$ cat src/serial_link_pkg.sv
// shared widths, register map, FSM states and status types for the serial link RTL and testbench
package serial_link_pkg;

	// --------------------
	// widths
	// --------------------
	localparam int frame_bits  = 16;
	localparam int period_bits = 20;
	localparam int addr_bits   = 5;

	// start, sixteen data and two stop cells
	localparam int frame_cells = 19;

	typedef logic [frame_bits-1:0]  frame_word_t;
	typedef logic [period_bits-1:0] bit_period_t;
	typedef logic [addr_bits-1:0]   reg_addr_t;

	// clk_sys cycles per bit out of reset
	localparam bit_period_t default_period = 20'd16;

	// --------------------
	// register map
	// --------------------
	// bit 0 written as 1 starts a frame
	localparam reg_addr_t addr_ctrl   = 5'h00;
	localparam reg_addr_t addr_period = 5'h04;
	localparam reg_addr_t addr_txdata = 5'h08;
	// read clears rx_valid
	localparam reg_addr_t addr_rxdata = 5'h0C;
	// write 1s to clear sticky bits
	localparam reg_addr_t addr_status = 5'h10;

	localparam logic [1:0] axi_resp_okay = 2'b00;

	// status word, tx_busy lands in bit 0
	typedef struct packed {
		logic tx_rejected;
		logic rx_overrun;
		logic frame_err;
		logic rx_valid;
		logic tx_busy;
	} link_status_t;

	// --------------------
	// engine states
	// --------------------
	typedef enum logic [2:0] {
		tx_idle,
		tx_start,
		tx_data,
		tx_stop1,
		tx_stop2,
		tx_done
	} tx_state_t;

	typedef enum logic [2:0] {
		rx_idle,
		rx_start,
		rx_data,
		rx_stop1,
		rx_stop2
	} rx_state_t;

	// one received frame, valid is a single-cycle pulse
	typedef struct packed {
		frame_word_t word;
		logic        valid;
		logic        stop_ok;
	} rx_result_t;

endpackage

$ cat src/axil_link_regs.sv
// AXI4-Lite register block, holds period and tx word, starts frames and collects link status
module axil_link_regs import serial_link_pkg::*; #(
	parameter bit_period_t PERIOD_RESET = default_period
) (
	input  logic        clk_sys,
	input  logic        rst_n,
	// write channels
	input  logic        awvalid,
	output logic        awready,
	input  reg_addr_t   awaddr,
	input  logic        wvalid,
	output logic        wready,
	input  logic [31:0] wdata,
	output logic        bvalid,
	input  logic        bready,
	output logic [1:0]  bresp,
	// read channels
	input  logic        arvalid,
	output logic        arready,
	input  reg_addr_t   araddr,
	output logic        rvalid,
	input  logic        rready,
	output logic [31:0] rdata,
	output logic [1:0]  rresp,
	// engines
	output logic        tx_fire,
	output frame_word_t tx_word,
	input  logic        tx_done,
	output bit_period_t bit_period,
	input  rx_result_t  rx_result
);

	logic         wr_en;
	logic         rd_en;
	logic         ctrl_start;
	logic         status_wr;
	logic         rxdata_rd;
	link_status_t clr_mask;
	link_status_t status;
	frame_word_t  rx_word;
	logic [31:0]  rd_mux;

	assign wr_en      = awready && awvalid && wvalid;
	assign rd_en      = arready && arvalid;
	assign ctrl_start = wr_en && (awaddr == addr_ctrl) && wdata[0];
	assign status_wr  = wr_en && (awaddr == addr_status);
	assign rxdata_rd  = rd_en && (araddr == addr_rxdata);
	assign clr_mask   = link_status_t'(wdata[4:0]);

	assign bresp = axi_resp_okay;
	assign rresp = axi_resp_okay;

	// --------------------
	// write channel
	// --------------------
	// address and data taken together, one beat per response
	always_ff @(posedge clk_sys or negedge rst_n) begin
		if (!rst_n) begin
			awready <= 1'b0;
			wready  <= 1'b0;
			bvalid  <= 1'b0;
		end else begin
			awready <= awvalid && wvalid && !bvalid && !awready;
			wready  <= awvalid && wvalid && !bvalid && !awready;
			if (wr_en)
				bvalid <= 1'b1;
			else if (bready)
				bvalid <= 1'b0;
		end
	end

	always_ff @(posedge clk_sys or negedge rst_n) begin
		if (!rst_n) begin
			bit_period <= PERIOD_RESET;
			tx_fire    <= 1'b0;
		end else begin
			if (wr_en && awaddr == addr_period)
				bit_period <= wdata[19:0];
			tx_fire <= ctrl_start && !status.tx_busy;
		end
	end

	// word is frozen while a frame is on the line
	always_ff @(posedge clk_sys) begin
		if (wr_en && awaddr == addr_txdata && !status.tx_busy)
			tx_word <= wdata[15:0];
		if (rx_result.valid)
			rx_word <= rx_result.word;
	end

	// --------------------
	// status
	// --------------------
	always_ff @(posedge clk_sys or negedge rst_n) begin
		if (!rst_n) begin
			status <= '0;
		end else begin
			if (tx_fire)
				status.tx_busy <= 1'b1;
			else if (tx_done)
				status.tx_busy <= 1'b0;

			// clears first so a new event in the same cycle wins
			if (rxdata_rd)
				status.rx_valid <= 1'b0;
			if (status_wr && clr_mask.frame_err)
				status.frame_err <= 1'b0;
			if (status_wr && clr_mask.rx_overrun)
				status.rx_overrun <= 1'b0;
			if (status_wr && clr_mask.tx_rejected)
				status.tx_rejected <= 1'b0;

			if (rx_result.valid) begin
				status.rx_valid <= 1'b1;
				if (status.rx_valid && !rxdata_rd)
					status.rx_overrun <= 1'b1;
				if (!rx_result.stop_ok)
					status.frame_err <= 1'b1;
			end
			if (ctrl_start && status.tx_busy)
				status.tx_rejected <= 1'b1;
		end
	end

	// --------------------
	// read channel
	// --------------------
	always_comb begin
		case (araddr)
			addr_period: rd_mux = {12'd0, bit_period};
			addr_txdata: rd_mux = {16'd0, tx_word};
			addr_rxdata: rd_mux = {16'd0, rx_word};
			addr_status: rd_mux = {27'd0, status};
			default:     rd_mux = 32'd0;
		endcase
	end

	always_ff @(posedge clk_sys or negedge rst_n) begin
		if (!rst_n) begin
			arready <= 1'b0;
			rvalid  <= 1'b0;
		end else begin
			arready <= arvalid && !rvalid && !arready;
			if (rd_en)
				rvalid <= 1'b1;
			else if (rready)
				rvalid <= 1'b0;
		end
	end

	always_ff @(posedge clk_sys) begin
		if (rd_en)
			rdata <= rd_mux;
	end

	// --------------------
	// checks
	// --------------------
	a_bvalid_hold: assert property (@(posedge clk_sys) disable iff (!rst_n)
		bvalid && !bready |=> bvalid);

	a_rdata_hold: assert property (@(posedge clk_sys) disable iff (!rst_n)
		rvalid && !rready |=> rvalid && $stable(rdata));

endmodule

$ cat src/frame_rx.sv
// serial receiver that finds the start bit, samples sixteen data bits mid-bit and checks both stops
module frame_rx import serial_link_pkg::*; (
	input  logic        clk_sys,
	input  logic        rst_n,
	input  logic        rx,
	input  bit_period_t bit_period,
	output rx_result_t  rx_result
);

	logic        rx_meta;
	logic        rx_sync;
	logic        rx_prev;
	rx_state_t   state;
	bit_period_t cnt_cycle;
	bit_period_t cnt_limit;
	logic [3:0]  bit_idx;
	logic        sample;
	frame_word_t shift_q;
	logic        stop1_q;
	logic        stop_ok_q;
	logic        valid_q;

	// --------------------
	// input sync
	// --------------------
	always_ff @(posedge clk_sys or negedge rst_n) begin
		if (!rst_n) begin
			rx_meta <= 1'b1;
			rx_sync <= 1'b1;
			rx_prev <= 1'b1;
		end else begin
			rx_meta <= rx;
			rx_sync <= rx_meta;
			rx_prev <= rx_sync;
		end
	end

	// half a cell to the start bit middle and full cells after that
	assign cnt_limit = (state == rx_start) ?
		bit_period_t'({1'b0, bit_period[19:1]} - 20'd1) :
		bit_period_t'(bit_period - 20'd1);
	assign sample = (state != rx_idle) && (cnt_cycle == cnt_limit);

	always_ff @(posedge clk_sys or negedge rst_n) begin
		if (!rst_n) begin
			cnt_cycle <= '0;
		end else if (state == rx_idle || sample) begin
			cnt_cycle <= '0;
		end else begin
			cnt_cycle <= cnt_cycle + 20'd1;
		end
	end

	// --------------------
	// frame FSM
	// --------------------
	always_ff @(posedge clk_sys or negedge rst_n) begin
		if (!rst_n) begin
			state   <= rx_idle;
			bit_idx <= 4'd15;
		end else begin
			case (state)
				rx_idle: begin
					// falling edge on the line
					if (rx_prev && !rx_sync)
						state <= rx_start;
				end
				rx_start: begin
					if (sample) begin
						if (!rx_sync) begin
							state   <= rx_data;
							bit_idx <= 4'd15;
						end else begin
							// glitch rather than a start bit
							state <= rx_idle;
						end
					end
				end
				rx_data: begin
					if (sample) begin
						if (bit_idx == 4'd0)
							state <= rx_stop1;
						else
							bit_idx <= bit_idx - 4'd1;
					end
				end
				rx_stop1: begin
					if (sample)
						state <= rx_stop2;
				end
				rx_stop2: begin
					if (sample)
						state <= rx_idle;
				end
				default: state <= rx_idle;
			endcase
		end
	end

	// msb arrives first on the data path
	always_ff @(posedge clk_sys) begin
		if (state == rx_data && sample)
			shift_q <= {shift_q[14:0], rx_sync};
		if (state == rx_stop1 && sample)
			stop1_q <= rx_sync;
		if (state == rx_stop2 && sample)
			stop_ok_q <= stop1_q && rx_sync;
	end

	always_ff @(posedge clk_sys or negedge rst_n) begin
		if (!rst_n)
			valid_q <= 1'b0;
		else
			valid_q <= (state == rx_stop2) && sample;
	end

	assign rx_result = '{word: shift_q, valid: valid_q, stop_ok: stop_ok_q};

	// --------------------
	// checks
	// --------------------
	a_valid_single: assert property (@(posedge clk_sys) disable iff (!rst_n)
		rx_result.valid |=> !rx_result.valid);

endmodule

$ cat src/frame_tx.sv
// serial transmitter that frames one 16-bit word per tx_fire pulse from the register block
module frame_tx import serial_link_pkg::*; (
	input  logic        clk_sys,
	input  logic        rst_n,
	input  logic        tx_fire,
	input  frame_word_t tx_word,
	input  bit_period_t bit_period,
	output logic        tx,
	output logic        tx_done
);

	tx_state_t   state;
	bit_period_t cnt_cycle;
	logic [3:0]  bit_idx;
	logic        sending;
	logic        cell_end;

	// the done port hides the state literal of the same name
	assign sending  = (state != tx_idle) && (state != serial_link_pkg::tx_done);
	assign cell_end = sending && (cnt_cycle == bit_period_t'(bit_period - 20'd1));

	// --------------------
	// bit cell timing
	// --------------------
	always_ff @(posedge clk_sys or negedge rst_n) begin
		if (!rst_n) begin
			cnt_cycle <= '0;
		end else if (!sending || cell_end) begin
			cnt_cycle <= '0;
		end else begin
			cnt_cycle <= cnt_cycle + 20'd1;
		end
	end

	// --------------------
	// main FSM
	// --------------------
	always_ff @(posedge clk_sys or negedge rst_n) begin
		if (!rst_n) begin
			state   <= tx_idle;
			bit_idx <= 4'd15;
		end else begin
			case (state)
				tx_idle: begin
					if (tx_fire) begin
						state   <= tx_start;
						bit_idx <= 4'd15;
					end
				end
				tx_start: begin
					if (cell_end)
						state <= tx_data;
				end
				tx_data: begin
					// msb first as the index walks down to 0
					if (cell_end) begin
						if (bit_idx == 4'd0)
							state <= tx_stop1;
						else
							bit_idx <= bit_idx - 4'd1;
					end
				end
				tx_stop1: begin
					if (cell_end)
						state <= tx_stop2;
				end
				tx_stop2: begin
					if (cell_end)
						state <= serial_link_pkg::tx_done;
				end
				serial_link_pkg::tx_done: state <= tx_idle;
				default: state <= tx_idle;
			endcase
		end
	end

	// line idles high like the stop cells
	always_comb begin
		case (state)
			tx_start: tx = 1'b0;
			tx_data:  tx = tx_word[bit_idx];
			default:  tx = 1'b1;
		endcase
	end

	assign tx_done = (state == serial_link_pkg::tx_done);

	// --------------------
	// checks
	// --------------------
	a_fire_when_idle: assert property (@(posedge clk_sys) disable iff (!rst_n)
		tx_fire |-> state == tx_idle);

	// line drops after fire and stays low for the whole start cell
	a_start_low: assert property (@(posedge clk_sys) disable iff (!rst_n)
		(tx_fire || (state == tx_start && !cell_end)) |=> !tx);

endmodule

$ cat src/serial_link_top.sv
// serial link endpoint top, joins the AXI4-Lite register block to the tx and rx engines
module serial_link_top import serial_link_pkg::*; #(
	parameter bit_period_t PERIOD_RESET = default_period
) (
	input  logic        clk_sys,
	input  logic        rst_n,
	// serial pins
	input  logic        rx,
	output logic        tx,
	// AXI4-Lite
	input  logic        awvalid,
	output logic        awready,
	input  reg_addr_t   awaddr,
	input  logic        wvalid,
	output logic        wready,
	input  logic [31:0] wdata,
	output logic        bvalid,
	input  logic        bready,
	output logic [1:0]  bresp,
	input  logic        arvalid,
	output logic        arready,
	input  reg_addr_t   araddr,
	output logic        rvalid,
	input  logic        rready,
	output logic [31:0] rdata,
	output logic [1:0]  rresp
);

	logic        tx_fire;
	frame_word_t tx_word;
	logic        tx_done;
	bit_period_t bit_period;
	rx_result_t  rx_result;

	axil_link_regs #(
		.PERIOD_RESET(PERIOD_RESET)
	) axil_link_regs_inst (
		.clk_sys    (clk_sys),
		.rst_n      (rst_n),
		.awvalid    (awvalid),
		.awready    (awready),
		.awaddr     (awaddr),
		.wvalid     (wvalid),
		.wready     (wready),
		.wdata      (wdata),
		.bvalid     (bvalid),
		.bready     (bready),
		.bresp      (bresp),
		.arvalid    (arvalid),
		.arready    (arready),
		.araddr     (araddr),
		.rvalid     (rvalid),
		.rready     (rready),
		.rdata      (rdata),
		.rresp      (rresp),
		.tx_fire    (tx_fire),
		.tx_word    (tx_word),
		.tx_done    (tx_done),
		.bit_period (bit_period),
		.rx_result  (rx_result)
	);

	frame_tx frame_tx_inst (
		.clk_sys    (clk_sys),
		.rst_n      (rst_n),
		.tx_fire    (tx_fire),
		.tx_word    (tx_word),
		.bit_period (bit_period),
		.tx         (tx),
		.tx_done    (tx_done)
	);

	frame_rx frame_rx_inst (
		.clk_sys    (clk_sys),
		.rst_n      (rst_n),
		.rx         (rx),
		.bit_period (bit_period),
		.rx_result  (rx_result)
	);

endmodule

$ cat config.mk
export PLATFORM = sky130hd
export DESIGN_NAME = serial_link_top
export DESIGN_NICKNAME = d
export VERILOG_FILES = /design/src/serial_link_pkg.sv /design/src/axil_link_regs.sv /design/src/frame_rx.sv /design/src/frame_tx.sv /design/src/serial_link_top.sv
export SDC_FILE = /design/constraint.sdc
export NUM_CORES = 1
export LEC_CHECK = 0
export BUFFER_PORTS_ARGS = -buffer_cell sky130_fd_sc_hd__clkbuf_2
export CORE_MARGIN = 5
export CORE_UTILIZATION = 40
export DETAILED_ROUTE_END_ITERATION = 7
export SYNTH_ARGS = -nofsm -noshare
export SYNTH_HDL_FRONTEND = slang
export SYNTH_SLANG_ARGS = --single-unit
export TNS_END_PERCENT = 50
$ cat constraint.sdc
create_clock -name clk_sys -period 5.4 [get_ports clk_sys]
set_input_delay 0.27 -clock clk_sys [delete_from_list [all_inputs] [get_ports clk_sys]]
set_output_delay 0.27 -clock clk_sys [all_outputs]
set_load 0.05 [all_outputs]
==> results.md <==
- The global route total overflow is 0.
- The die footprint is 0.02539 mm².
- Among all flip-flop cells after synthesis, the most frequent one is sky130_fd_sc_hd__dfrtp_1.
- Dividing the detail-routed wire length by the instance count gives 19.07 µm.
- Of the total power, the clock network draws 0.414.
- The number of standard-cell rows in the floorplan is 54.
- The data arrival at the endpoint of the critical path is 4.42 ns.
- The maximum clock skew at final layout is 0.008382 ns.
- The sequential element share of the synthesized area is 0.4841.
- Summed over all nets, the switching power comes to 887.9 µW.
- Counting I/O delays and the setup requirement, the final critical path takes 4.306 ns.
- The tree is rooted in a sky130_fd_sc_hd__clkbuf_16.
- Leaving out fill and tap cells, the most frequent cell in the layout is sky130_fd_sc_hd__nor2_1.
- STA classifies the critical path startpoint as a flip-flop.
- The highest achievable clock rate is 0.2322 GHz.
- The maximum VDD drop is 0.2588 mV.
- Adding up every negative setup slack in the final design gives 0 ns.
- The critical register-to-register path startpoint is axil_link_regs_inst.bit_period[0].
- Of the total power, registers draw 0.458.
- The worst min-delay path category is input port to flip-flop.
- Measured along the y axis, the die boundary spans 159.4 µm.
- The transition time at the pin with the least slew margin is 1.050 ns.
- The final antenna diode count is 0.
- Setup repair after global routing left no endpoint under its margin.
- The starting density of the core is 0.4076.
- The async set-or-reset flop fraction in the synthesized netlist is 0.5570.
- Counting instances, the worst hold path has a depth of 1.
- The clock drives 158 sinks.
- The clock transition at the register clock pins on the worst setup and hold paths after CTS is 0.07 ns.
- Summed over all cells, the static leakage comes to 0.003879 µW.
- The initial antenna violation count is 0.
- STA puts the critical path data required time at 5.51 ns.
- The post-route antenna net violation count is 0.
- The kind of end point of the critical path is a flip-flop.
- The fraction of post-synthesis cell area in the top cell type by area is 0.2356.
- The cell count after synthesis is 858.
- The die span in x is 159.4 µm.
- In the layout the commonest cells are 80 x sky130_fd_sc_hd__nor2_1, 76 x sky130_fd_sc_hd__dfrtp_1, 70 x sky130_fd_sc_hd__edfxtp_1.
- Sorting the synthesized cells by area gives the leading types as sky130_fd_sc_hd__edfxtp_1 24%, sky130_fd_sc_hd__dfrtp_1 21%, sky130_fd_sc_hd__xnor2_1 6.2%.
- The layout cell share with drive strength beyond 1 is 0.1803.
- The average cell area after synthesis is 10.40 µm².
- The count of buffers from port buffering is 63.
- Headroom to the max-slew limit came out at 0.3003.
- The congestion estimate from routability-driven global placement came to 0.9397.
- The total of flip-flops plus latches after synthesis is 158.
- The slack of the worst reg-to-reg path is 1.09 ns.
- Setup violations remaining at the end of the flow were counted as 0.
- The number of cells on the worst reg-to-reg path is 11.
- The share of total power dissipated in combinational logic is 0.128.
- The layout overhead on the synthesized area is 12.23%.
- After the last flow step, the layout net total stands at 947.
- In this run, distinct cell masters in the synthesized netlist total 86.
- The number of flops mapped to enable cells by yosys is 70.
- Counting along the longest clock path gives a buffer depth of 2.
- The worst min-delay path startpoint is wdata[10].
- The global-route wire length before repair is 36520 µm.
- Once detailed placement completed, the half-perimeter wirelength came to 16390 µm.
- The max-slew violation count came to 0.
- The filler cell count is 2083.
- TritonCTS built the clock tree.
- The depth of the CTS H-tree is 4.
- Max-cap violations in this run came to 0.
- Of the total power, the share spent switching nets is 0.2921.
- The mapped netlist covers 0.008922 mm².
- The power per cell area is 303.6 mW/mm².
- Pin placement for this block handled 92 I/O pins.
- Leaving out filler cells and counting taps, the final layout contains 1184.
- The area of the placeable core is 0.02189 mm².
- During synthesis, Yosys emitted a total of 0 warnings.
- Clock tree synthesis inserted a total of 17 buffers.
- The clock latency at the later pin of the worst-skew pair is 0.43 ns.
- Along the worst path, the maximum fanout reaches 20.
- The violation count after the first detailed-route iteration is 524.
- The internal power component is 2152 µW.
- The number of global-route vias before repair was 6567.
- The final layout contains routed wiring with a total length of 22580 µm.
- The period utilization is 0.7974.
- The critical path start-end classification is flip-flop to flip-flop.
- Summing over every cut layer, the via total after detailed routing is 6564.
- The capture point of the worst reg-to-reg path is frame_rx_inst.shift_q[1].
- The count of unresolved DRC violations after routing is 0.
- For this run, the total global-route usage over all layers was measured as 0.1800.
- The flow ran to the end, and the final reports show no timing, DRC or antenna violations.
- The mean number of vias per cell is 5.544.
- The worst min-delay path endpoint is axil_link_regs_inst.tx_word[10].
- The final hold violation count is 0.
- The number of instances in the placed design is 1149.
- The pin count of the biggest net entering global routing is 74.
- The pre-antenna-repair detailed-routing pass consisted of 5 iterations.
- The synthesized design spends more area on one cell type than any other, namely sky130_fd_sc_hd__edfxtp_1.
layer usage:
layer / GRT usage / up-vias / routed length (µm)
li1: - / 3134 / -
met1: 0.2606 / 3204 / 10580
met2: 0.2749 / 190 / 10350
met3: 0.03003 / 36 / 1174
met4: 0.06165 / 0 / 478
met5: 0 / - / 0
worst max-delay path: stages (launching register included):
cell and delay [ns]:
sky130_fd_sc_hd__dfrtp_1 0.52, sky130_fd_sc_hd__inv_1 0.12, sky130_fd_sc_hd__ha_1 0.26, sky130_fd_sc_hd__or3b_1 0.56, sky130_fd_sc_hd__nor4_2 0.75, sky130_fd_sc_hd__xnor2_1 0.21
sky130_fd_sc_hd__o2111ai_1 0.12, sky130_fd_sc_hd__o31ai_1 0.45, sky130_fd_sc_hd__and4b_1 0.27, sky130_fd_sc_hd__nand4_2 0.27, sky130_fd_sc_hd__nor2_2 0.18, sky130_fd_sc_hd__buf_4 0.28
synthesized netlist by cell type (9+ instances only):
cell type / count
sky130_fd_sc_hd__a22oi_1: 12
sky130_fd_sc_hd__inv_1: 24
sky130_fd_sc_hd__dfrtp_1: 76
sky130_fd_sc_hd__xor2_1: 33
sky130_fd_sc_hd__nor3_1: 26
sky130_fd_sc_hd__nand3_1: 34
sky130_fd_sc_hd__mux2_2: 13
sky130_fd_sc_hd__or3_1: 9
sky130_fd_sc_hd__xnor2_1: 63
sky130_fd_sc_hd__o21ai_0: 34
sky130_fd_sc_hd__edfxtp_1: 70
sky130_fd_sc_hd__mux2i_1: 16
sky130_fd_sc_hd__nor2_1: 80
sky130_fd_sc_hd__nor3b_1: 10
sky130_fd_sc_hd__clkbuf_1: 46
sky130_fd_sc_hd__nand2_1: 59
sky130_fd_sc_hd__dfstp_2: 12
sky130_fd_sc_hd__nand4_1: 17
sky130_fd_sc_hd__or4_1: 14
sky130_fd_sc_hd__a21oi_1: 11
sky130_fd_sc_hd__buf_4: 17
sky130_fd_sc_hd__nor4_1: 12
through the flow:
stage               total power [µW]  area (µm²)  hold WS (ns)    util  worst slack, ns
finish                          3040       10010       0.02530  0.4574            1.094
CTS                             3061       10010      0.002449  0.4574            1.138
global placement                1793        9358        0.1387  0.4275            1.248
floorplan                       1683        8979      -0.02559       -            1.633
detailed placement              1795        9358        0.1419  0.4275            1.154
global route                    3155       10010       0.01875  0.4574           0.7385
flip-flops by register name, indices dropped and copies added, names as in the netlist, 3 cells and up:
| signal | cells |
|---|---|
| frame_tx_inst.state | 3 |
| axil_link_regs_inst.rx_word | 16 |
| axil_link_regs_inst.tx_word | 16 |
| axil_link_regs_inst.rdata | 20 |
| frame_rx_inst.shift_q | 16 |
| frame_rx_inst.state | 3 |
| frame_rx_inst.cnt_cycle | 20 |
| axil_link_regs_inst.bit_period | 20 |
| frame_tx_inst.bit_idx | 4 |
| axil_link_regs_inst.status | 5 |
| frame_rx_inst.bit_idx | 4 |
| frame_tx_inst.cnt_cycle | 20 |
power groups by stage:
stage	Combinational, µW	Sequential [µW]	Clock [µW]
global route	425	1400	1330
floorplan	295	1390	0
finish	389	1390	1260
global placement	381	1410	0
CTS	388	1390	1280
detailed placement	382	1410	0
area by class of cell:
cell class                 count  area, µm²  area share
clock buffer                  17      425.4     0.04248
clock inverter                15      200.2     0.01999
inverter                      25      93.84    0.009371
multi-input combinational    613       4202      0.4196
sequential                   158       4319      0.4313
tap                          280      350.3     0.03499
timing repair buffer          76      422.9     0.04223
timing repair:
action,in CTS,in global routing
gates resized for setup,0,0
hold buffers,3,0
hold endpoints to repair,17,0
buffers inserted,0,0
worst max path at each step:
stage                                      start  slack (ns)                  endpoint
6_report       axil_link_regs_inst.bit_period[0]        1.09  frame_rx_inst.shift_q[1]
5_1_grt        axil_link_regs_inst.bit_period[2]        0.74  frame_tx_inst.bit_idx[3]
4_1_cts        axil_link_regs_inst.bit_period[0]        1.14  frame_rx_inst.shift_q[1]
3_5_place_dp   axil_link_regs_inst.bit_period[2]        1.15  frame_tx_inst.bit_idx[3]
3_3_place_gp   axil_link_regs_inst.bit_period[2]        1.25  frame_tx_inst.bit_idx[3]
2_1_floorplan  axil_link_regs_inst.bit_period[2]        1.63  frame_rx_inst.shift_q[0]
kinds of logic after synthesis:
| kind of cell | share of synthesized area |
|---|---|
| simple gates | 0.2081 |
| flops | 0.4841 |
| compound gates | 0.09227 |
| buf+inv | 0.05371 |
| xor+xnor | 0.1043 |
| mux | 0.04866 |
| fa+ha+maj | 0.008414 |
| other cells | 0.0004203 |
No activity file was read; power rests on OpenSTA's default activity.
